[config.mk]
export PLATFORM = sky130hd
export DESIGN_NAME = bomb_field
export DESIGN_NICKNAME = d
export VERILOG_FILES = /design/src/rtl/bomb_pkg.sv /design/src/rtl/bomb_field.sv /design/src/rtl/blast_resolver.sv /design/src/rtl/bomb_timer.sv /design/src/rtl/bomb_placer.sv
export SDC_FILE = /design/constraint.sdc
export NUM_CORES = 1
export LEC_CHECK = 0
export BUFFER_PORTS_ARGS = -buffer_cell sky130_fd_sc_hd__buf_2
export CORE_MARGIN = 8
export CORE_UTILIZATION = 28
export DETAILED_ROUTE_END_ITERATION = 8
export GPL_TIMING_DRIVEN = 0
export PLACE_DENSITY = 0.47
export SYNTH_ARGS = -nofsm -noshare
export SYNTH_HDL_FRONTEND = slang
export SYNTH_SLANG_ARGS = --single-unit
[constraint.sdc]
create_clock -name Clk -period 3.9 [get_ports Clk]
set_clock_uncertainty 0.1 [all_clocks]
set_input_delay 0.39 -clock Clk [delete_from_list [all_inputs] [get_ports Clk]]
set_output_delay 0.39 -clock Clk [all_outputs]
set_load 0.1 [all_outputs]
[src/rtl/bomb_pkg.sv]
// Map dimensions, tile codes, blast reach and the shared vector types
`default_nettype none

package bomb_pkg;

	////////////////////////////////////////
	// Map geometry
	////////////////////////////////////////

	localparam int MAP_ROWS = 12; // Tile rows
	localparam int MAP_COLS = 16; // Tile columns

	// Reach of a blast in each direction
	localparam int BLAST_RANGE = 1;

	////////////////////////////////////////
	// Vector types
	////////////////////////////////////////

	typedef logic [3:0] tile_row_t;  // Row index
	typedef logic [3:0] tile_col_t;  // Column index
	typedef logic [1:0] tile_kind_t; // Tile code
	typedef logic [3:0] frame_cnt_t; // Frame tick counter

	// Tile codes as stored in the map
	localparam tile_kind_t TILE_GROUND = 2'd0;
	localparam tile_kind_t TILE_BRICK  = 2'd1;
	localparam tile_kind_t TILE_WALL   = 2'd2;

endpackage

`default_nettype wire
[src/rtl/bomb_field.sv]
// Bomb field top level with placer, timer slots and blast resolver
`timescale 1ns/1ps
`default_nettype none

module bomb_field #(
	parameter  int NUM_SLOTS    = 4,
	parameter  int FUSE_FRAMES  = 3,
	parameter  int BLAST_FRAMES = 2,
	localparam int SLOT_W       = (NUM_SLOTS > 1) ? $clog2(NUM_SLOTS) : 1
) (
	input  wire logic            Clk,
	input  wire logic            rst,
	input  wire logic            frame_tick,
	input  wire logic            place_req,
	input  bomb_pkg::tile_row_t  place_row,
	input  bomb_pkg::tile_col_t  place_col,
	input  bomb_pkg::tile_row_t  player_row,
	input  bomb_pkg::tile_col_t  player_col,
	input  bomb_pkg::tile_row_t  query_row,
	input  bomb_pkg::tile_col_t  query_col,
	output logic                 place_ack,
	output logic                 place_reject,
	output logic                 blast_done,
	output logic                 player_hit,
	output bomb_pkg::tile_row_t  blast_row,
	output bomb_pkg::tile_col_t  blast_col,
	output bomb_pkg::tile_kind_t query_kind
);
	import bomb_pkg::*;

	logic [NUM_SLOTS-1:0] slot_load, resolve_req, resolve_ack;
	logic                 credit_valid;
	logic [SLOT_W-1:0]    credit_slot;
	tile_kind_t           place_kind;   // Tile under the placement request
	tile_row_t            bomb_row;
	tile_col_t            bomb_col;
	tile_row_t [NUM_SLOTS-1:0] slot_rows;
	tile_col_t [NUM_SLOTS-1:0] slot_cols;

	bomb_placer #(.NUM_SLOTS(NUM_SLOTS)) placer (
		.Clk, .rst, .place_req, .place_row, .place_col, .place_kind,
		.credit_valid, .credit_slot, .place_ack, .place_reject,
		.slot_load, .bomb_row, .bomb_col
	);

	// One timer per credit
	for (genvar i = 0; i < NUM_SLOTS; i++)
	begin : g_slot
		bomb_timer #(.FUSE_FRAMES(FUSE_FRAMES), .BLAST_FRAMES(BLAST_FRAMES)) timer (
			.Clk, .rst, .frame_tick,
			.load(slot_load[i]), .bomb_row, .bomb_col,
			.resolve_ack(resolve_ack[i]), .resolve_req(resolve_req[i]),
			.slot_row(slot_rows[i]), .slot_col(slot_cols[i])
		);
	end

	blast_resolver #(.NUM_SLOTS(NUM_SLOTS)) resolver (
		.Clk, .rst, .resolve_req, .slot_rows, .slot_cols,
		.player_row, .player_col, .place_row, .place_col, .query_row, .query_col,
		.resolve_ack, .credit_valid, .credit_slot, .blast_done,
		.blast_row, .blast_col, .player_hit, .place_kind, .query_kind
	);

endmodule

`default_nettype wire

[src/rtl/blast_resolver.sv]
// Blast resolver with tile map, cross scan FSM, player hit, credit return and read ports
`timescale 1ns/1ps
`default_nettype none

module blast_resolver #(
	parameter  int NUM_SLOTS = 4,
	localparam int SLOT_W    = (NUM_SLOTS > 1) ? $clog2(NUM_SLOTS) : 1
) (
	input  wire logic                            Clk,
	input  wire logic                            rst,
	input  wire logic [NUM_SLOTS-1:0]            resolve_req,
	input  bomb_pkg::tile_row_t [NUM_SLOTS-1:0]  slot_rows,
	input  bomb_pkg::tile_col_t [NUM_SLOTS-1:0]  slot_cols,
	input  bomb_pkg::tile_row_t                  player_row,
	input  bomb_pkg::tile_col_t                  player_col,
	input  bomb_pkg::tile_row_t                  place_row,
	input  bomb_pkg::tile_col_t                  place_col,
	input  bomb_pkg::tile_row_t                  query_row,
	input  bomb_pkg::tile_col_t                  query_col,
	output logic [NUM_SLOTS-1:0]                 resolve_ack,
	output logic                                 credit_valid,
	output logic [SLOT_W-1:0]                    credit_slot,
	output logic                                 blast_done,
	output bomb_pkg::tile_row_t                  blast_row,
	output bomb_pkg::tile_col_t                  blast_col,
	output logic                                 player_hit,
	output bomb_pkg::tile_kind_t                 place_kind,
	output bomb_pkg::tile_kind_t                 query_kind
);
	import bomb_pkg::*;

	typedef enum logic [2:0] {
		SCAN_IDLE,
		SCAN_CENTRE,
		SCAN_UP,
		SCAN_DOWN,
		SCAN_LEFT,
		SCAN_RIGHT
	} scan_state_t;

	tile_kind_t  map_q [MAP_ROWS][MAP_COLS];
	scan_state_t state;
	logic [SLOT_W-1:0] cur_slot, pick_slot;
	logic        hit_q, hit_now, in_map, last_tile;
	int          cross_r, cross_c; // Signed since it may fall off the map

	// Wall border, even/even pillars, bricks on every third diagonal
	function automatic tile_kind_t reset_tile(input int r, input int c);
		if (r == 0 || r == MAP_ROWS - 1 || c == 0 || c == MAP_COLS - 1)
			return TILE_WALL;
		if (r % 2 == 0 && c % 2 == 0)
			return TILE_WALL;
		if ((r + c) % 3 == 0)
			return TILE_BRICK;
		return TILE_GROUND;
	endfunction

	// Off-map reads look like wall
	function automatic tile_kind_t read_tile(input tile_row_t r, input tile_col_t c);
		if (int'(r) >= MAP_ROWS || int'(c) >= MAP_COLS)
			return TILE_WALL;
		return map_q[r][c];
	endfunction

	always_comb place_kind = read_tile(place_row, place_col);
	always_comb query_kind = read_tile(query_row, query_col);

	// Lowest requesting slot
	always_comb
	begin
		pick_slot = '0;
		for (int i = NUM_SLOTS - 1; i >= 0; i--)
			if (resolve_req[i])
				pick_slot = SLOT_W'(i);
	end

	////////////////////////////////////////
	// Current tile of the cross
	////////////////////////////////////////

	always_comb
	begin
		cross_r = int'(blast_row);
		cross_c = int'(blast_col);
		case (state)
			SCAN_UP:    cross_r = int'(blast_row) - BLAST_RANGE;
			SCAN_DOWN:  cross_r = int'(blast_row) + BLAST_RANGE;
			SCAN_LEFT:  cross_c = int'(blast_col) - BLAST_RANGE;
			SCAN_RIGHT: cross_c = int'(blast_col) + BLAST_RANGE;
			default:    ;
		endcase
	end

	assign in_map = (state != SCAN_IDLE) && cross_r >= 0 && cross_r < MAP_ROWS
		&& cross_c >= 0 && cross_c < MAP_COLS;
	assign hit_now = in_map && cross_r == int'(player_row) && cross_c == int'(player_col);
	assign last_tile = (state == SCAN_RIGHT);

	// End of scan strobes
	assign blast_done   = last_tile;
	assign credit_valid = last_tile;
	assign credit_slot  = cur_slot;
	assign resolve_ack  = last_tile ? (NUM_SLOTS'(1) << cur_slot) : '0;
	assign player_hit   = last_tile && (hit_q || hit_now);

	always_ff @(posedge Clk)
	begin
		if (rst)
		begin
			state <= SCAN_IDLE;
			hit_q <= 1'b0;
		end
		else
		begin
			hit_q <= (state == SCAN_IDLE) ? 1'b0 : (hit_q | hit_now);
			unique case (state)
				SCAN_IDLE:   if (|resolve_req) state <= SCAN_CENTRE;
				SCAN_CENTRE: state <= SCAN_UP;
				SCAN_UP:     state <= SCAN_DOWN;
				SCAN_DOWN:   state <= SCAN_LEFT;
				SCAN_LEFT:   state <= SCAN_RIGHT;
				SCAN_RIGHT:  state <= SCAN_IDLE;
				default:     state <= SCAN_IDLE;
			endcase
		end
	end

	// Latch the accepted bomb
	always_ff @(posedge Clk)
	begin
		if (state == SCAN_IDLE && (|resolve_req))
		begin
			cur_slot  <= pick_slot;
			blast_row <= slot_rows[pick_slot];
			blast_col <= slot_cols[pick_slot];
		end
	end

	////////////////////////////////////////
	// Tile map
	////////////////////////////////////////

	always_ff @(posedge Clk)
	begin
		if (rst)
		begin
			for (int r = 0; r < MAP_ROWS; r++)
				for (int c = 0; c < MAP_COLS; c++)
					map_q[r][c] <= reset_tile(r, c);
		end
		else if (in_map && map_q[tile_row_t'(cross_r)][tile_col_t'(cross_c)] == TILE_BRICK)
			map_q[tile_row_t'(cross_r)][tile_col_t'(cross_c)] <= TILE_GROUND; // Brick destroyed
	end

endmodule

`default_nettype wire

[src/rtl/bomb_timer.sv]
// Single bomb timer with fuse and explosion FSM and the stored bomb tile
`timescale 1ns/1ps
`default_nettype none

module bomb_timer #(
	parameter int FUSE_FRAMES  = 3,
	parameter int BLAST_FRAMES = 2
) (
	input  wire logic           Clk,
	input  wire logic           rst,
	input  wire logic           frame_tick,
	input  wire logic           load,
	input  bomb_pkg::tile_row_t bomb_row,
	input  bomb_pkg::tile_col_t bomb_col,
	input  wire logic           resolve_ack,
	output logic                resolve_req,
	output bomb_pkg::tile_row_t slot_row,
	output bomb_pkg::tile_col_t slot_col
);
	import bomb_pkg::*;

	typedef enum logic [1:0] {
		T_IDLE,
		T_FUSED,
		T_EXPLODING,
		T_WAITING
	} timer_state_t;

	timer_state_t state;
	frame_cnt_t   frame_cnt;

	// Held until the resolver answers
	assign resolve_req = (state == T_WAITING);

	always_ff @(posedge Clk)
	begin
		if (rst)
		begin
			state     <= T_IDLE;
			frame_cnt <= '0;
		end
		else
		begin
			unique case (state)
				T_IDLE:
				begin
					if (load)
					begin
						state     <= T_FUSED;
						frame_cnt <= '0;
					end
				end
				T_FUSED:
				begin
					if (frame_tick)
					begin
						if (frame_cnt == frame_cnt_t'(FUSE_FRAMES - 1))
						begin
							state     <= T_EXPLODING;
							frame_cnt <= '0;
						end
						else
							frame_cnt <= frame_cnt + 1'b1;
					end
				end
				T_EXPLODING:
				begin
					if (frame_tick)
					begin
						if (frame_cnt == frame_cnt_t'(BLAST_FRAMES - 1))
							state <= T_WAITING; // Hand over to the resolver
						else
							frame_cnt <= frame_cnt + 1'b1;
					end
				end
				T_WAITING:
				begin
					if (resolve_ack)
						state <= T_IDLE;
				end
				default: state <= T_IDLE;
			endcase
		end
	end

	// Tile of this bomb
	always_ff @(posedge Clk)
	begin
		if (load && state == T_IDLE)
		begin
			slot_row <= bomb_row;
			slot_col <= bomb_col;
		end
	end

endmodule

`default_nettype wire

[src/rtl/bomb_placer.sv]
// Bomb placer with free-slot credit pool and lowest free slot selection
`timescale 1ns/1ps
`default_nettype none

module bomb_placer #(
	parameter  int NUM_SLOTS = 4,
	localparam int SLOT_W    = (NUM_SLOTS > 1) ? $clog2(NUM_SLOTS) : 1
) (
	input  wire logic                 Clk,
	input  wire logic                 rst,
	input  wire logic                 place_req,
	input  bomb_pkg::tile_row_t       place_row,
	input  bomb_pkg::tile_col_t       place_col,
	input  bomb_pkg::tile_kind_t      place_kind,   // Map tile under the request
	input  wire logic                 credit_valid,
	input  wire logic [SLOT_W-1:0]    credit_slot,
	output logic                      place_ack,
	output logic                      place_reject,
	output logic [NUM_SLOTS-1:0]      slot_load,
	output bomb_pkg::tile_row_t       bomb_row,
	output bomb_pkg::tile_col_t       bomb_col
);
	import bomb_pkg::*;

	logic [NUM_SLOTS-1:0] free_mask;   // One bit per credit
	logic [NUM_SLOTS-1:0] lowest_free;
	logic [NUM_SLOTS-1:0] taken;
	logic [NUM_SLOTS-1:0] returned;
	logic                 accept;

	// Isolate the lowest set bit of the free mask
	assign lowest_free = free_mask & (~free_mask + 1'b1);

	// Needs a credit and a ground tile
	assign accept = place_req && (|free_mask) && (place_kind == TILE_GROUND);

	assign taken    = accept ? lowest_free : '0;
	assign returned = credit_valid ? (NUM_SLOTS'(1) << credit_slot) : '0;

	always_ff @(posedge Clk)
	begin
		if (rst)
		begin
			free_mask    <= '1; // All slots free
			place_ack    <= 1'b0;
			place_reject <= 1'b0;
			slot_load    <= '0;
		end
		else
		begin
			place_ack    <= accept;
			place_reject <= place_req && !accept;
			slot_load    <= taken;
			// Returned credit only counts from the next cycle on
			free_mask    <= (free_mask & ~taken) | returned;
		end
	end

	// Coordinates shared by all timers and sampled with the load pulse
	always_ff @(posedge Clk)
	begin
		if (accept)
		begin
			bomb_row <= place_row;
			bomb_col <= place_col;
		end
	end

endmodule

`default_nettype wire

# --- Word level (Yosys, flattened, before mapping) ---
# Memories as Yosys holds them, arrays and structs flattened.
# Cells that the tools add are included.
classes:
  add_sub_neg: 9
  order_cmp: 11
  eq_ne: 57
  shifts: 1
  muxes: 111
  n_bitwise: 9
  reduce_logical: 42
ops:
  columns: ["cell", "count"]
  rows:
  - ["case mux 32 bit (2 select lines)", 2]
  - ["2-to-1 mux 2 bit", 50]
  - ["2-to-1 mux 4 bit", 25]
  - ["2-to-1 mux 32 bit", 3]
  - ["== test 32 x 5 -> 1 bit", 2]
  - [">= comparator 32 x 1 -> 1 bit, second input constant", 2]
  - ["case mux 4 bit (3 select lines)", 4]
  - ["!= test 2 bit, second input constant", 21]
  - ["< comparator 32 x 5 -> 1 bit, second input constant", 1]
  - ["< comparator 32 x 6 -> 1 bit, second input constant", 1]
  - ["case mux 2 bit (4 select lines)", 4]
  - ["OR reduction 32 bit", 1]
  - ["binary-select mux 2 bit (select 4 bit)", 3]
  - ["AND reduction 6 bit", 4]
  - ["adder 4 x 1 -> 4 bit, second input constant", 5]
  - ["AND reduction 5 bit", 4]
  - ["logical AND 1 bit", 17]
  - ["binary-select mux 4 bit (select 2 bit)", 2]
  - ["== test 2 bit, second input constant", 8]
  - ["== test 4 x 1 -> 1 bit, second input constant", 4]
  - ["== test 4 x 2 -> 1 bit, second input constant", 4]
  - ["!= test 2 x 1 -> 1 bit, second input constant", 8]
  - [">= comparator 5 bit, second input constant", 3]
  - ["2-to-1 mux 1 bit", 15]
  - ["other kinds (25)", 47]
totals:
  register_bits: 88
  mem_bits_rw: 384
  input_bits: 28
  out_inout_bits: 14
  wordCells: 268
  mem_count: 1
memory_table:
  columns: ["name", "depth", "word_bits", "read_ports", "rd_clocked_by_memory_dff", "wr", "line_no", "rtl"]
  rows:
  - ["resolver.map_q", 12, 32, 3, 0, 12, "blast_resolver.sv:41", "tile_kind_t map_q [MAP_ROWS][MAP_COLS];"]

# --- Logic depth before layout (Yosys ltp) ---
# Gate-level depths: netlist of the first run.
depth:
  word_depth: 13
  mapped_depth: 14
  ltp_nobuf: 10

# --- Modules after synthesis ---
# Synthesis of the first run repeated with hierarchy kept, for this count alone.
hier_totals:
  cells_unflattened: 1163
  area_unflattened_um2: 11392.2
by_module_without_submodules:
  columns: ["module", "instances", "cells_per_inst", "area_each_um2", "seq_area_each_um2"]
  rows:
  - ["blast_resolver", 1, 859, 7803.7, 2822.7]
  - ["bomb_timer at g_slot[0].timer ...", 3, 66, 752.0, 360.3]
  - ["bomb_timer at g_slot[2].timer", 1, 66, 744.5, 360.3]
  - ["bomb_placer", 1, 40, 588.1, 440.4]

# --- Worst setup path before layout of the first run ---
# OpenSTA, ideal clock, no wires.
synth_path:
  path_kind: "reg-to-output"
  startpoint: "reg resolver.blast_row[1]"
  endpoint: "out player_hit"
  arrival_ns: 4.300
  required_time_ns: 3.410
  path_slack_ns: -0.890
  path_stages_with_launch: 12
  n_path_buf: 2
  cell_sequence: "edfxtp_1 > clkbuf_1 > inv_1 > ha_1 > mux2i_1 > or3_1 > clkbuf_1 > nand2_1 > a221o_1 > nor4_1 > a21oi_1 > nor2_1"
synth_via:
  elab_chain_cells: 11
  elab_cells_between_ends: 14
  cone_classes: "add/sub (2); order compare (2); eq/ne (1); mux (1); reduce/logical (8)"
synth_rtl:
  columns: ["item", "line_no", "rtl"]
  rows:
  - ["from (decl)", "blast_resolver.sv:24", "output bomb_pkg::tile_row_t blast_row,"]
  - ["from (signal assigned)", "blast_resolver.sv:134", "blast_row <= slot_rows[pick_slot];"]
  - ["adder 4 x 1 -> 5 bit / subtractor 4 x 1 -> 5 bit (equally long branches)", "blast_resolver.sv:87, blast_resolver.sv:86", null]
  - ["case mux 32 bit (2 select lines) (*)", "blast_resolver.sv:85", "case (state)"]
  - [">= comparator 32 x 1 -> 1 bit", "blast_resolver.sv:94", "assign in_map = (state != SCAN_IDLE) && cross_r >= 0 && cross_r < MAP_ROWS"]
  - ["logical AND 1 bit (2 in a row)", "blast_resolver.sv:94", null]
  - ["logical AND 1 bit (2 in a row)", "blast_resolver.sv:95", "&& cross_c >= 0 && cross_c < MAP_COLS;"]
  - ["logical AND 1 bit (*) (2 in a row)", "blast_resolver.sv:96", "assign hit_now = in_map && cross_r == int'(player_row) && cross_c == int'(player_col);"]
  - ["logical OR 1 bit (*)", "blast_resolver.sv:104", "assign player_hit = last_tile && (hit_q || hit_now);"]
  - ["logical AND 1 bit (*)", "blast_resolver.sv:104", null]
  - ["to (decl)", "bomb_field.sv:24", "output logic player_hit,"]
# Mark *: on every way between the ends. The rest lies on a longest branch, timed or not.

==> flow_results.org, run 1 <==
** GRT
- Met2 track demand over resource in global routing :: a little over a quarter
- For met3 alone, demand over resource in global routing was roughly 2.7%.
- Maximum number of pins on one net before global-route repair :: 17
- The number of antenna violations at the first check in global routing is 0.
- First-pass GRT wire length :: ~60 mm
- The global routing stage identified its most utilized layer as met2.
- In the global route stage, met1 resource usage came out at between 20% and 30%.
- GR Util All Layers :: 16.2%
- The number of global-route vias before repair came to ~9,600.
- Residual overflow from global routing :: 0

** Layout
- Share of layout cells above drive strength 1 :: a little under a quarter
- Final net count :: 1,301
- From synthesis to final layout, the design area changed by 17.5%.
- Final Instance Area :: around 13,000 µm²
- Final core utilization :: 33.3%
- Area occupied by registers :: 4700 µm²
- Filler cell count in the final layout :: 4,120
- Ant diodes :: 0
- Summing all multi-input logic gate instances after layout gives ~6200 µm².

** Drt
- Iteration-0 DRC Markers :: just under 800
- Overall via count from detail_route :: approximately 9,600
- Average detailed-routed wire length per instance :: between 20 and 25 µm
- Post-DRT Antenna Nets :: 0
- Vias per Instance :: ~5.4
- In the routed design, unresolved DRC markers number 0.
- After detailed routing, the total wire length is between 30 and 40 mm.
- Length of the first detailed-routing pass in iterations :: 5

** STA
- For the pin with the worst max-slew slack, the measured transition is between 1 and 1.5 ns.
- Post-route fraction of the period consumed by the critical path :: a little over nine tenths
- Tmin final :: around 3.8 ns
- Setup violations remaining at the end of the flow were counted as 0.
- Worst relative slew slack :: 21.0%
- Final hold violation count :: 0
- Worst Setup Slack, final :: about 0.11 ns
- Upper clock frequency limit :: 264 MHz
- The count of final max-slew check failures is 0.

** Yosys
- Synth Flop Type :: dfxtp_1
- Number of synthesized flops with an enable pin :: 50
- Each instance of the synthesized netlist takes up on average ~9.7 µm².
- The biggest area contributor in the post-synthesis netlist is dfxtp_1.
- Fraction of the yosys area taken by sequential cells :: a little over two fifths
- Synthesis-stage register bit count :: between 200 and 250
- Syn Nets :: about 1,200
- Number of instances in the synthesized netlist :: 1,164
- After synthesis the cells add up to roughly 11,000 µm².
- Count of different cell masters after synthesis :: 81
- Proportion of netlist area held by the largest area contributor :: 28.4%
- Number of warning messages in the yosys log :: 0
- By area the synthesized netlist is led by dfxtp_1 28%, edfxtp_1 13%, mux4_2 7.0%.
- Share of flip-flops with an asynchronous set or reset :: 0%

** Place
- Setup slack after placement :: -1.15 ns
- At the end of routability-driven placement, the weighted congestion stood at approximately 0.94.
- Buffers placed on the I/O ports in this run total 37.
- Detailed placement HPWL :: between 20 and 30 mm
- After detailed placement, the total cell area comes to ~12,000 µm².

** Critical path
- CP Launch Type :: flop
- Register-to-Register Setup Slack :: ~0.11 ns
- Worst Reg-to-Reg Cells :: 12
- The largest single stage delay on the critical path is approximately 0.78 ns.
- The signal on the critical path passes through clkbuf_2 -> inv_1 -> ha_1 -> xor2_1 -> a31oi_1 -> nor3_1 -> o221ai_1 -> nand3_1 -> nor4_4 -> buf_4 -> buf_6 -> a32oi_1.
- STA classifies the critical path endpoint as a flop.
- The critical path is of the reg -> reg type.
- Grouping stages by cell kind, the critical path spends the most delay in compound AO/OA/AOI/OAI gates.
- Maximum fanout along the worst path :: 10
- In this run the critical register-to-register path is launched from resolver.blast_col[0]$_DFFE_PP_.
- CP Data Arrival Time :: between 4 and 5 ns
- Combined buffer and inverter count along the critical path :: 4
- Crit Reg-Reg Endpoint :: resolver.map_q[5][16]$_SDFFE_PP0P_
- Critical-path top delay cell :: a31oi_1
- Worst endpoint required time :: roughly 4.2 ns

** Clocking
- The tree is rooted in a clkbuf_16.
- After clock tree synthesis, the clock-pin slew on the worst setup and hold paths is about 0.060 ns.
- CTS built an H-tree with a depth of 1.
- Clock tree from TritonCTS :: done
- The tree built by TritonCTS fans out to 210 sinks.
- Clock Latency Late Sink :: about 0.54 ns
- Counting the buffers created by CTS gives 25.
- Deepest clock path buffer count :: 3

** Power
- The analysis attributes to cell leakage a power of 4.53 nW.
- VDD sags by at most 244 µV.
- Power per unit of standard cell area :: between 400 and 500 nW/µm²

** Hold path
- HP Start :: place_req
- Worst min-delay path category :: in -> reg
- Sink of the worst hold path :: placer.place_reject$_SDFF_PP0_
- Along the worst hold path, the cell count comes to 2.

** Run status
- The flow ran to the end, and the final reports show no timing, DRC or antenna violations.

** Die
- Area enclosed by the die boundary :: roughly 47,000 µm²
- Pin placement for this block handled 42 I/O pins.
- Effective utilization at floorplan :: 28.3%
- Number of rows created at floorplan :: 73
- Die W :: roughly 220 µm
- Vert. Die Dim :: ~220 µm
- In this run the standard cell core region covers about 40,000 µm².

** Flow run
- Max-cap violations in this run came to 0.
worst register-to-register path, delay by kind of cell, from the launching register on:
family / cells / cell delay, ns
and+or+nand+nor: 3 / 0.78
xor gates and xnor gates: 1 / 0.17
adders and majority gates: 1 / 0.32
buffers and inverters: 4 / 0.77
AOI/OAI and AO/OA: 3 / 1.13
DFF: 1 / 0.40
metal layers:
layer	vias to the layer above	share of wire (%)
met4	0	3.0
met5	-	0
li1	4513	-
met3	76	7.1
met2	372	46
met1	4676	44
report_power, final:
group	internal (mW)	leakage (nW)	total (mW)	switching (mW)
registers	2.29	1.75	2.34	0.0514
clock network	1.36	0.395	2.35	0.983
logic	0.287	2.39	0.824	0.537
cells in the mapped netlist (4+ instances only):
| cell | number |
|---|---|
| a2111oi_0 | 5 |
| a211o_1 | 6 |
| a211oi_1 | 16 |
| a21boi_0 | 5 |
| a21oi_1 | 50 |
| a221oi_1 | 13 |
| a22o_1 | 13 |
| a22oi_1 | 24 |
| a311o_1 | 4 |
| a311oi_1 | 8 |
| a31oi_1 | 32 |
| a32oi_1 | 4 |
| a41oi_1 | 7 |
| and2_1 | 7 |
| and3_1 | 15 |
| buf_1 | 6 |
| buf_2 | 5 |
| clkbuf_1 | 57 |
| dfxtp_1 | 160 |
| edfxtp_1 | 50 |
| ha_1 | 36 |
| inv_1 | 43 |
| mux2_2 | 14 |
| mux2i_1 | 13 |
| mux4_2 | 35 |
| nand2_1 | 52 |
| nand2b_1 | 16 |
| nand3_1 | 25 |
| nand3b_1 | 5 |
| nand4_1 | 10 |
| nor2_1 | 105 |
| nor2b_1 | 19 |
| nor3_1 | 49 |
| nor4_1 | 5 |
| o2111ai_1 | 5 |
| o211ai_1 | 4 |
| o21ai_0 | 31 |
| o221ai_1 | 6 |
| o22ai_1 | 14 |
| o31ai_1 | 4 |
| o32ai_1 | 5 |
| or2_2 | 94 |
| or3_1 | 5 |
| xnor2_1 | 13 |
| xor2_1 | 10 |
cell usage in the layout, fill, tap and decap left out, drive strengths merged, types with 8 or more instances in the layout:
master  instances
a311oi          8
nor2          105
a221oi         13
nand4          10
nand3          25
edfxtp         50
mux2i          13
buf            63
a22o           13
a21oi          51
nor3           51
and3           15
mux4           35
inv            47
clkinv          8
clkbuf         82
nand2          52
a22oi          24
or2            94
a211oi         16
nand2b         16
o22ai          14
dfxtp         160
mux2           14
ha             36
o21ai          33
a31oi          32
xor2           10
nor2b          19
xnor2          14
state kept, by name, summed over array words and instances (netlist names), 2 cells and up:
| register | cells |
|---|---|
| placer.free_mask | 4 |
| g_slot.timer.state | 8 |
| g_slot.timer.frame_cnt | 16 |
| placer.bomb_row | 4 |
| placer.bomb_col | 4 |
| resolver.blast_row | 4 |
| resolver.state | 3 |
| placer.slot_load | 4 |
| g_slot.timer.slot_row | 16 |
| g_slot.timer.slot_col | 16 |
| resolver.blast_col | 4 |
| resolver.credit_slot | 2 |
| resolver.map_q | 122 |
area by class of cell:
type                            count  area share (%)
Tap cell                          525            4.96
Buffer                             68            2.51
Timing Repair Buffer               50            2.31
Inverter                           45            1.28
Multi-Input combinational cell    837            47.2
Clock buffer                       30            5.02
Clock inverter                     16            1.21
Sequential cell                   210            35.6
worst max-delay path by stage:
stage | startpoint | end | slack [ns] | cells after the start
CTS | resolver.blast_row[0]$_DFFE_PP_ | player_hit | -0.06 | 10
global route | resolver.blast_row[0]$_DFFE_PP_ | player_hit | -0.0008 | 10
global placement | place_row[1] | placer.bomb_row[0]$_DFFE_PP_ | -1.15 | 11
finish | resolver.blast_col[0]$_DFFE_PP_ | resolver.map_q[5][16]$_SDFFE_PP0P_ | 0.11 | 12
detailed placement | place_row[1] | placer.bomb_col[1]$_DFFE_PP_ | -1.15 | 11
floorplan | resolver.blast_row[0]$_DFFE_PP_ | player_hit | 0.003 | 9
metrics by stage:
step	power, mW	hold WS [ns]	std cells	TNS [ns]
2_1_floorplan	2.95	0.324	1164	0
3_3_place_gp	3.18	0.340	1726	-15.93
3_5_place_dp	3.19	0.343	1726	-15.12
4_1_cts	5.56	0.0571	1775	-0.0634
5_1_grt	5.76	0.0549	1781	-0.000839
6_report	5.51	0.0752	1781	0
cell families after synthesis:
logic type               after synthesis  share of synthesized area, %
AO/OA/AOI/OAI                        292                          18.7
flip-flops                           210                          41.8
multiplexers                          62                          9.55
adder cells (fa/ha/maj)               36                          4.00
buffers and inverters                117                          4.19
AND/OR/NAND/NOR                      423                          19.9
XOR/XNOR                              24                          1.93
repair_timing:
action / CTS / global route
endpoints found under the setup margin: 40 / 45
gates resized for setup: 23 / 20
setup buffers: 2 / 8
hold buffers: 3 / 0
hold endpoints to repair: 3 / 0
pin swaps: 1 / 7
Power figures use the tool's default switching activity.
==> inputs of run 2 (changes only) <==
Settings changed: SYNTH_HIERARCHICAL from default to 1.
Clock period 3.9 ns to 4.5 ns, I/O delays scaled along.
==> flow_results.org, run 2 <==
** Run status
- Result of the run :: completed

** Critical path
- Combined buffer and inverter count along the critical path :: 5 (+1)
- The critical path in this run is classified as in -> out.
- The worst setup path is launched from a primary input.
- Critical-path top delay cell :: buf_1
- CP Data Arrival Time :: 3.73 ns (-0.37 ns)
- Grouping stages by cell kind, the critical path spends the most delay in buffers and inverters.
- Setup crit end kind :: output port
- The signal on the critical path passes through buf_2 -> buf_1 -> clkbuf_2 -> buf_2 -> mux4_2 -> mux2i_1 -> nor4_1 -> o311ai_0 -> o211ai_1 -> buf_2.
- Cell repeated most along the worst path :: buf_2
- Maximum fanout along the worst path :: 10 (unchanged)
- The stage delay of the slowest cell on the critical path is 0.64 ns (-0.14 ns).
- Worst endpoint required time :: 3.95 ns (-0.25 ns)

** Yosys
- Synthesis-stage register bit count :: 210 (unchanged)
- dfxtp_1 takes more of the synthesized area than any other cell.
- The mean instance size in the synthesized netlist came to 9.80 µm² (+1.2%).
- The number of warnings reported in the yosys synthesis log was 6 (+6).
- Top cells by count, synth :: 160 x dfxtp_1, 102 x nor2_1, 88 x or2_2
- The area share of the largest cell type after synthesis was 28.1% (-0.32 points).
- Number of instances in the synthesized netlist :: 1,163 (-0.086%)
- Ranking of synthesized cells by area :: dfxtp_1 28%, edfxtp_1 13%, mux4_2 5.9%
- The netlist area before placement came to 11,400 µm² (+1.2%).
- Syn Nets :: 1,231 (+0.24%)
- In the post-synthesis netlist, the cell with the most instances is dfxtp_1.
- Count of different cell masters after synthesis :: 84 (+3.7%)
- Number of synthesized flops with an enable pin :: 50 (unchanged)
- Synth Flop Type :: dfxtp_1
- Fraction of the yosys area taken by sequential cells :: 41.3% (-0.48 points)
- The proportion of synthesized flip-flops having asynchronous set or reset came to 0% (unchanged).

** Flow run
- The max-cap check violation count came to 0 (unchanged).

** Layout
- Leaving out fill and tap cells, the most frequent cells in the layout are 160 x dfxtp_1, 100 x nor2_1, 88 x or2_2, 57 x a21oi_1, 55 x clkbuf_1.
- Ant diodes :: 0 (unchanged)
- Area added between synthesis and finish :: 14.7%
- The final design instance area without fill was 13,100 µm² (-1.3%).
- The fraction of final layout cells sized beyond drive strength 1 was 20.4% (-2.6 points).
- Leaving out fill and tap cells, the most frequent cell in the layout is dfxtp_1.
- The utilization after layout was 32.3% (-1.0 points).
- Final net count :: 1,296 (-0.38%)
- resolver/map_q holds more flip-flops than any other register.
- The total of fill cells in the finished design was 4,159 (+0.95%).
- Flip-flop count of the largest register, all copies and words added :: 122 (unchanged)

** STA
- The hold violation count in the final report is 0 (unchanged).
- Tmin final :: approximately 4.3 ns
- Post-route fraction of the period consumed by the critical path :: 95.2%
- Setup repair after global routing left no endpoint under its margin.
- The total negative slack for setup checks is 0 ns (unchanged).
- The headroom to the max-slew limit is 16.1% (-4.9 points).
- The final-report setup violation count was 0 (unchanged).
- Number of max-slew violations in the final report :: 0 (unchanged)
- Static timing analysis puts the maximum clock frequency at around 230 MHz.
- The slew at the pin closest to its max-slew limit is 1.25 ns (+0.0668 ns).

** Drt
- DR DRC count :: 0 (unchanged)
- The total iterations of the first detailed-routing run came to 5 (unchanged).
- The detailed-route vias per instance was 5.32 (-1.6%).
- Average detailed-routed wire length per instance :: 20.5 µm (-6.0%)
- Overall routed net length :: 36.4 mm (-6.4%)
- The remaining number of nets flagged by the antenna check after routing came to 0 (unchanged).
- The count of routing violations after the opening detailed-route iteration is 754 (-3.6%).
- The number of vias after detailed routing was 9,441 (-2.0%).

** Power
- The power per cell area came to 355 nW/µm² (-15%).
- Leak Pwr :: 4.40 nW (-2.9%)
- The overall power was 4.63 mW (-16%).
- IR Drop Worst-Case VDD :: 220 µV (-9.9%)

** Die
- Vert. Die Dim :: 218 µm (+0.53%)
- The row count is 74 (+1.4%).
- Effective utilization at floorplan :: 28.2% (-0.19 points)
- Area of the core region :: 40,500 µm² (+1.8%)
- The die boundary width is 218 µm (+0.53%).
- The I/O pin count came to 42 (unchanged).
- Area enclosed by the die boundary :: 47,400 µm² (+1.1%)

** GRT
- The maximum number of pins on one net before global-route repair came to 25 (+8).
- Via count of the first global-routing pass :: 9,289 (-3.2%)
- The global-route wire length before repair was 56.4 mm (-5.3%).
- The total track usage was 15.0% (-1.2 points).
- The residual overflow from global routing came to 0 (unchanged).
- Initial antenna violation count :: 0 (unchanged)

** Place
- The detailed-placement wirelength estimate came to 26.4 mm (-7.0%).
- The post-place instance area came to 12,300 µm² (+0.85%).
- Placer congestion estimate :: 0.896 (-4.6%)
- Number of I/O port buffers :: 39 (+5.4%)

** Hold path
- Worst min-delay path category :: in -> reg

** Clocking
- TritonCTS built the clock tree.
- The clock-pin slew on the worst setup and hold paths is 0.06 ns (about the same).
- The maximum buffer depth of the clock tree is 3 (unchanged).
- The number of hold buffers added after cts was 0 (-3).
- The total clock buffers created by CTS came to 24 (-4.0%).
- Clock Latency Late Sink :: 0.54 ns (about the same)
- Sink Count :: 210 (unchanged)
- The tree is rooted in a clkbuf_16.
- H-tree depth :: 1 (unchanged)
-- run 2: changes by cell type in the layout (fill, tap and decap cells not counted), sizes merged, moves of 7 or more --
| cell | change |
|---|---|
| mux2i | +13 |
| nor3b | +7 |
| nor4b | +7 |
| a21oi | +8 |
| a221o | +8 |
| nor3 | -24 |
| inv | +7 |
| nand2 | -14 |
| nand3 | +9 |
| nand2b | -7 |
| buf | -8 |
-- run 2: timing repair --
item	in CTS	in global routing
gates resized for setup	3	7
buffers inserted	0	0
setup endpoints to repair	11	29
-- run 2: logic make-up (layout without fill, tap and decap cells) --
| logic type | count (synthesis) | count (layout) | synth area share, % |
|---|---|---|---|
| and+or+nand+nor | 403 | 403 | 19.2 |
| AOI/OAI and AO/OA | 294 | 294 | 19.5 |
| DFF | 210 | 210 | 41.3 |
| buffers and inverters | 127 | 206 | 4.40 |
| muxes | 71 | 71 | 9.70 |
| adders and majority gates | 40 | 40 | 4.39 |
| xor gates and xnor gates | 18 | 18 | 1.52 |
-- run 2: final cells by class --
cell class	count	area, µm²	share of cell area (%)
repair buffers	39	198	1.51
clock inverters	10	123	0.939
inverters	55	206	1.58
well taps	532	666	5.09
multi-input cells	826	6210	47.5
clock buffers	30	663	5.08
plain buffers	72	299	2.29
flip-flops and latches	210	4700	36.0
-- run 2: path summary, 6_finish.rpt --
kind / start / to / slack (ns) / cells past startpoint
hold reg to reg: resolver/map_q[5][1]$_SDFFE_PP0P_ / resolver/map_q[5][1]$_SDFFE_PP0P_ / 0.36 / 1
setup / recovery: query_row[1] / query_kind[1] / 0.22 / 10
setup reg to reg: resolver/blast_row[0]$_DFFE_PP_ / resolver/map_q[5][16]$_SDFFE_PP0P_ / 0.25 / 11
hold / removal: place_col[3] / placer/bomb_col[3]$_DFFE_PP_ / 0.08 / 1
-- run 2: per-stage QoR --
stage	worst slack [ns]	cells	hold WS (ns)
final	0.216	1774	0.0798
after CTS	0.0973	1774	0.0541
after global routing	0.00465	1774	0.0577
after detailed placement	-0.659	1734	0.343
after global placement	-0.736	1734	0.336
after floorplan	0.308	1163	0.326
-- run 2: where the power goes --
group	internal, mW	total, mW	switching (mW)	leakage, nW
logic	0.265	0.671	0.407	2.27
clock network	1.16	1.97	0.817	0.380
registers	1.96	1.99	0.0305	1.75
-- run 2: metal layers --
metal,vias up,global-route usage (%),part of all wire (%)
met1,4548,20.5,46
met2,341,23.8,44
met5,-,0,0
met3,78,2.43,6.4
li1,4474,-,-
met4,0,5.50,3.3
==> inputs of run 3 (changes only) <==
Settings changed: ABC_AREA from default to 1.
==> flow_results.org, run 3 <==
** Run status
- Result of the run :: completed

** Yosys
- Syn Nets :: 1,856 (+51%)
- The netlist area before placement was 12,400 µm² (+8.8%).
- Avg Cell Area, Syn :: 6.93 µm² (-29%)
- Dominant cell by count in the synthesized netlist :: nand2_1
- The count of different cell masters after synthesis is 50 (-40%).
- The number of warnings reported in the yosys synthesis log is 6 (unchanged).
- The number of instances in the synthesized netlist was 1,788 (+54%).
- Synth Flop Type :: dfxtp_1
- The flip-flop and latch count after synthesis was 210 (unchanged).
- The proportion of synthesized flip-flops having asynchronous set or reset came to 0% (unchanged).
- Number of synthesized flops with an enable pin :: 50 (unchanged)
- Cell type with the largest total area after synthesis :: dfxtp_1
- Ranking of synthesized cells by area :: dfxtp_1 26%, nand2_1 13%, edfxtp_1 12%
- Proportion of netlist area held by the largest area contributor :: 25.8% (-2.3 points)
- Fraction of the yosys area taken by sequential cells :: 37.9% (-3.4 points)
- Top cells by count, synth :: 441 x nand2_1, 253 x inv_1, 161 x nand3_1

** Critical path
- The worst setup path is captured at an output port.
- The biggest fanout along the worst timing path was 10 (unchanged).
- The number of cells traversed by the worst register-to-register path is 19 (+8).
- The total buffers and inverters traversed by the critical path is 3 (-2).
- Type of the worst setup path :: reg -> out
- In this run the critical register-to-register path is captured at resolver/map_q[3][24]$_SDFFE_PP0P_.
- Critical-path top delay cell :: edfxtp_1
- Among cell families on the critical path, the largest total delay comes from buffers and inverters.
- Critical Path Start :: resolver/blast_row[0]$_DFFE_PP_
- CP Launch Type :: flop
- The stage delay of the slowest cell on the critical path is 0.50 ns (-0.14 ns).
- R2r startpoint :: resolver/blast_row[0]$_DFFE_PP_
- Cells along the critical path :: inv_1 -> ha_1 -> nand4_1 -> nand2_1 -> nor2_4 -> buf_2 -> o22ai_1 -> nor3_1 -> nand4_1 -> a21oi_2 -> buf_2
- The flop-to-flop setup slack was 1.06 ns (+0.81 ns).
- The worst path arrival time was 3.48 ns (-0.25 ns).
- Worst endpoint required time :: 3.95 ns (about the same)

** Power
- The maximum vdd ir drop is 318 µV (+44%).
- The sequential cell fraction of total power was 32.2% (-11 points).
- The internal power contribution was 4.01 mW (+19%).
- The leakage power summed over all cells was 6.63 nW (+51%).
- Part of the total power dissipated in the clock network :: 31.6% (-11 points)
- Switching share of total power :: 39.8% (+13 points)
- The power per cell area is 469 nW/µm² (+32%).
- Logic gate share of total power :: 36.3% (+22 points)
- Switching power total :: 2.65 mW (+110%)

** Die
- Area enclosed by the die boundary :: 51,300 µm² (+8.2%)
- The vertical die dimension was 226 µm (+4.0%).
- Area of the core region :: 43,900 µm² (+8.6%)
- Die W :: 226 µm (+4.0%)
- I/O pin count :: 42 (unchanged)
- The initial core utilization was 28.2% (+0.065 points).
- The row count came to 77 (+4.1%).

** Place
- Placer congestion estimate :: 0.977 (+9.0%)
- Detailed placement HPWL :: 35.0 mm (+33%)
- Number of I/O port buffers :: 37 (-5.1%)
- The pre-CTS setup slack was 0.201 ns (+0.860 ns).

** STA
- The fraction of the cycle the final worst path needs came to 89.6% (-5.6 points).
- Number of max-slew violations in the final report :: 0 (unchanged)
- Tightest Pin Transition :: 1.04 ns (-0.210 ns)
- Unrepaired setup endpoints after global routing :: no
- The final-report setup violation count was 0 (unchanged).
- Upper clock frequency limit :: 248 MHz (+6.2%)
- Tmin final :: 4.03 ns (-0.250 ns)
- Worst Setup Slack, final :: 0.466 ns (+0.250 ns)
- The hold violation count in the final report came to 0 (unchanged).
- Total Neg Setup Slack :: 0 ns (unchanged)
- The headroom to the max-slew limit was 30.3% (+14 points).
- Worst slack on hold paths :: 0.0278 ns (-0.0520 ns)

** GRT
- Initial antenna violation count :: 0 (unchanged)
- The maximum number of pins on one net before global-route repair came to 22 (-12%).
- Met1 track utilization from global routing :: 23.2% (+2.7 points)
- Met2 track demand over resource in global routing :: 29.4% (+5.6 points)
- The global-route wire length before repair came to 70.4 mm (+25%).
- Residual overflow from global routing :: 0 (unchanged)
- Via count of the first global-routing pass :: 11,800 (+26%)
- After global routing, the most crowded layer is met2.
- The total track usage is 17.8% (+2.7 points).
- Met3 Use GR :: 3.34% (+0.91 points)

** Layout
- Final net count :: 1,922 (+48%)
- The total of fill cells in the finished design was 4,922 (+18%).
- From synthesis to final layout, the design area changed by 14.5%.
- Ant diodes :: 0 (unchanged)
- Area occupied by registers :: 4700 µm² (unchanged)
- Share of layout cells above drive strength 1 :: 11.0% (-9.4 points)
- Flip-flop count of the largest register, all copies and words added :: 122 (unchanged)
- The register with the most flip-flops in the final layout is resolver/map_q.
- Commonest non-fill, non-tap cell in the layout :: nand2_1
- Multi-input gate area in the final layout :: 6380 µm² (+2.8%)
- Commonest cells after routing, fill and taps aside :: 441 x nand2_1, 253 x inv_1, 161 x nand3_1, 160 x dfxtp_1, 154 x nor2_1

** Drt
- The number of vias after detailed routing is 12,200 (+29%).
- The remaining number of nets flagged by the antenna check after routing is 0 (unchanged).
- The total wire length after detailed routing was 46.1 mm (+27%).
- The remaining routing DRC violations was 0 (unchanged).
- Length of the first detailed-routing pass in iterations :: 7 (+2)
- Vias per Instance :: 4.95 (-6.9%)
- The count of routing violations after the opening detailed-route iteration came to 918 (+22%).
- Average detailed-routed wire length per instance :: 18.7 µm (-8.8%)

** Flow run
- The max-cap check violation count was 0 (unchanged).

** Hold path
- Sink of the worst hold path :: placer/bomb_row[3]$_DFFE_PP_
- In this run the most critical hold path is launched from place_row[3].
- Worst min-delay path category :: in -> reg
- Worst hold path stage count :: 1 (unchanged)

** Clocking
- The number of levels the H-tree was split into is 1 (unchanged).
- The tree is rooted in a clkbuf_16.
- Sink Count :: 210 (unchanged)
- The post-CTS resize count came to 0 (-3).
- The source-to-sink clock delay at the later pin of the worst-skew pair is 0.55 ns (about the same).
- The clock-pin slew on the worst setup and hold paths came to 0.06 ns (about the same).
- CTS buffer count :: 26 (+8.3%)
- TritonCTS built the clock tree.
- Deepest clock path buffer count :: 3 (unchanged)
run 3: cell types whose count changed after synthesis, sizes merged, moves of 31 or more:
cell   delta
nand3   +136
inv     +213
a21oi    +33
or2      -66
nor2     +83
o21ai    +84
nand2   +422
o22ai    +31
run 3: cell type report:
class / instances / area share (%)
Clock buffer: 37 / 5.19
Sequential cell: 210 / 33.1
Buffer: 62 / 1.95
Multi-Input combinational cell: 1238 / 44.9
Tap cell: 592 / 5.22
Inverter: 278 / 7.35
Timing Repair Buffer: 38 / 1.37
Clock inverter: 11 / 0.881
run 3: per-layer routing:
metal  wire [µm]  share of wire (%)
met4        1540                3.3
met3        3220                7.0
met2       20900                 45
met1       20400                 44
met5           0                  0
run 3: power by group through the flow:
stage | registers, mW | clock network, mW | logic, mW
finish | 2.15 | 2.10 | 2.42
global route | 2.16 | 2.24 | 2.69
CTS | 2.15 | 2.17 | 2.41
detailed placement | 2.19 | 0 | 2.40
global placement | 2.18 | 0 | 2.40
floorplan | 2.24 | 0 | 1.69
run 3: worst register-to-register path, cell delays in order, from the launching register on:
cell and delay (ns):
edfxtp_1 0.50, inv_1 0.16, ha_1 0.34, nand4_1 0.12, nand2_1 0.09, nor2_4 0.26
nand2_1 0.28, nor2_1 0.19, nand2_1 0.07, nand2_1 0.06, nand2_1 0.07, nand2_1 0.07
nand3_1 0.07, nor2_1 0.09, nand3_1 0.11, nor2_4 0.25, buf_4 0.24, nand3_1 0.14
nand2_1 0.09, inv_1 0.04
run 3: worst max path at each step:
stage | end | slack (ns) | cells after the start
2_1_floorplan | player_hit | 0.49 | 10
3_3_place_gp | placer/bomb_row[0]$_DFFE_PP_ | 0.17 | 16
3_5_place_dp | placer/bomb_row[0]$_DFFE_PP_ | 0.20 | 16
4_1_cts | player_hit | 0.39 | 11
5_1_grt | player_hit | 0.22 | 11
6_report | player_hit | 0.47 | 11
run 3: timing repair:
action,in CTS,in global routing
hold buffers,1,0
endpoints found under the hold margin,1,0
buffers inserted,0,0
run 3: per-stage QoR:
| stage | util (%) | power, mW | area, µm² | std cells |
|---|---|---|---|---|
| after floorplan | - | 3.93 | 12400 | 1788 |
| after global placement | 30.3 | 4.58 | 13300 | 2417 |
| after detailed placement | 30.3 | 4.58 | 13300 | 2417 |
| after CTS | 32.3 | 6.72 | 14200 | 2466 |
| after global routing | 32.3 | 7.09 | 14200 | 2466 |
| final | 32.3 | 6.67 | 14200 | 2466 |
run 3: cells by family after synthesis:
logic type | after synthesis | share of synthesized area, %
xor+xnor | 7 | 0.555
buf+inv | 340 | 10.6
simple gates | 870 | 31.2
compound gates | 321 | 15.7
fa+ha+maj | 40 | 4.04
flops | 210 | 37.9
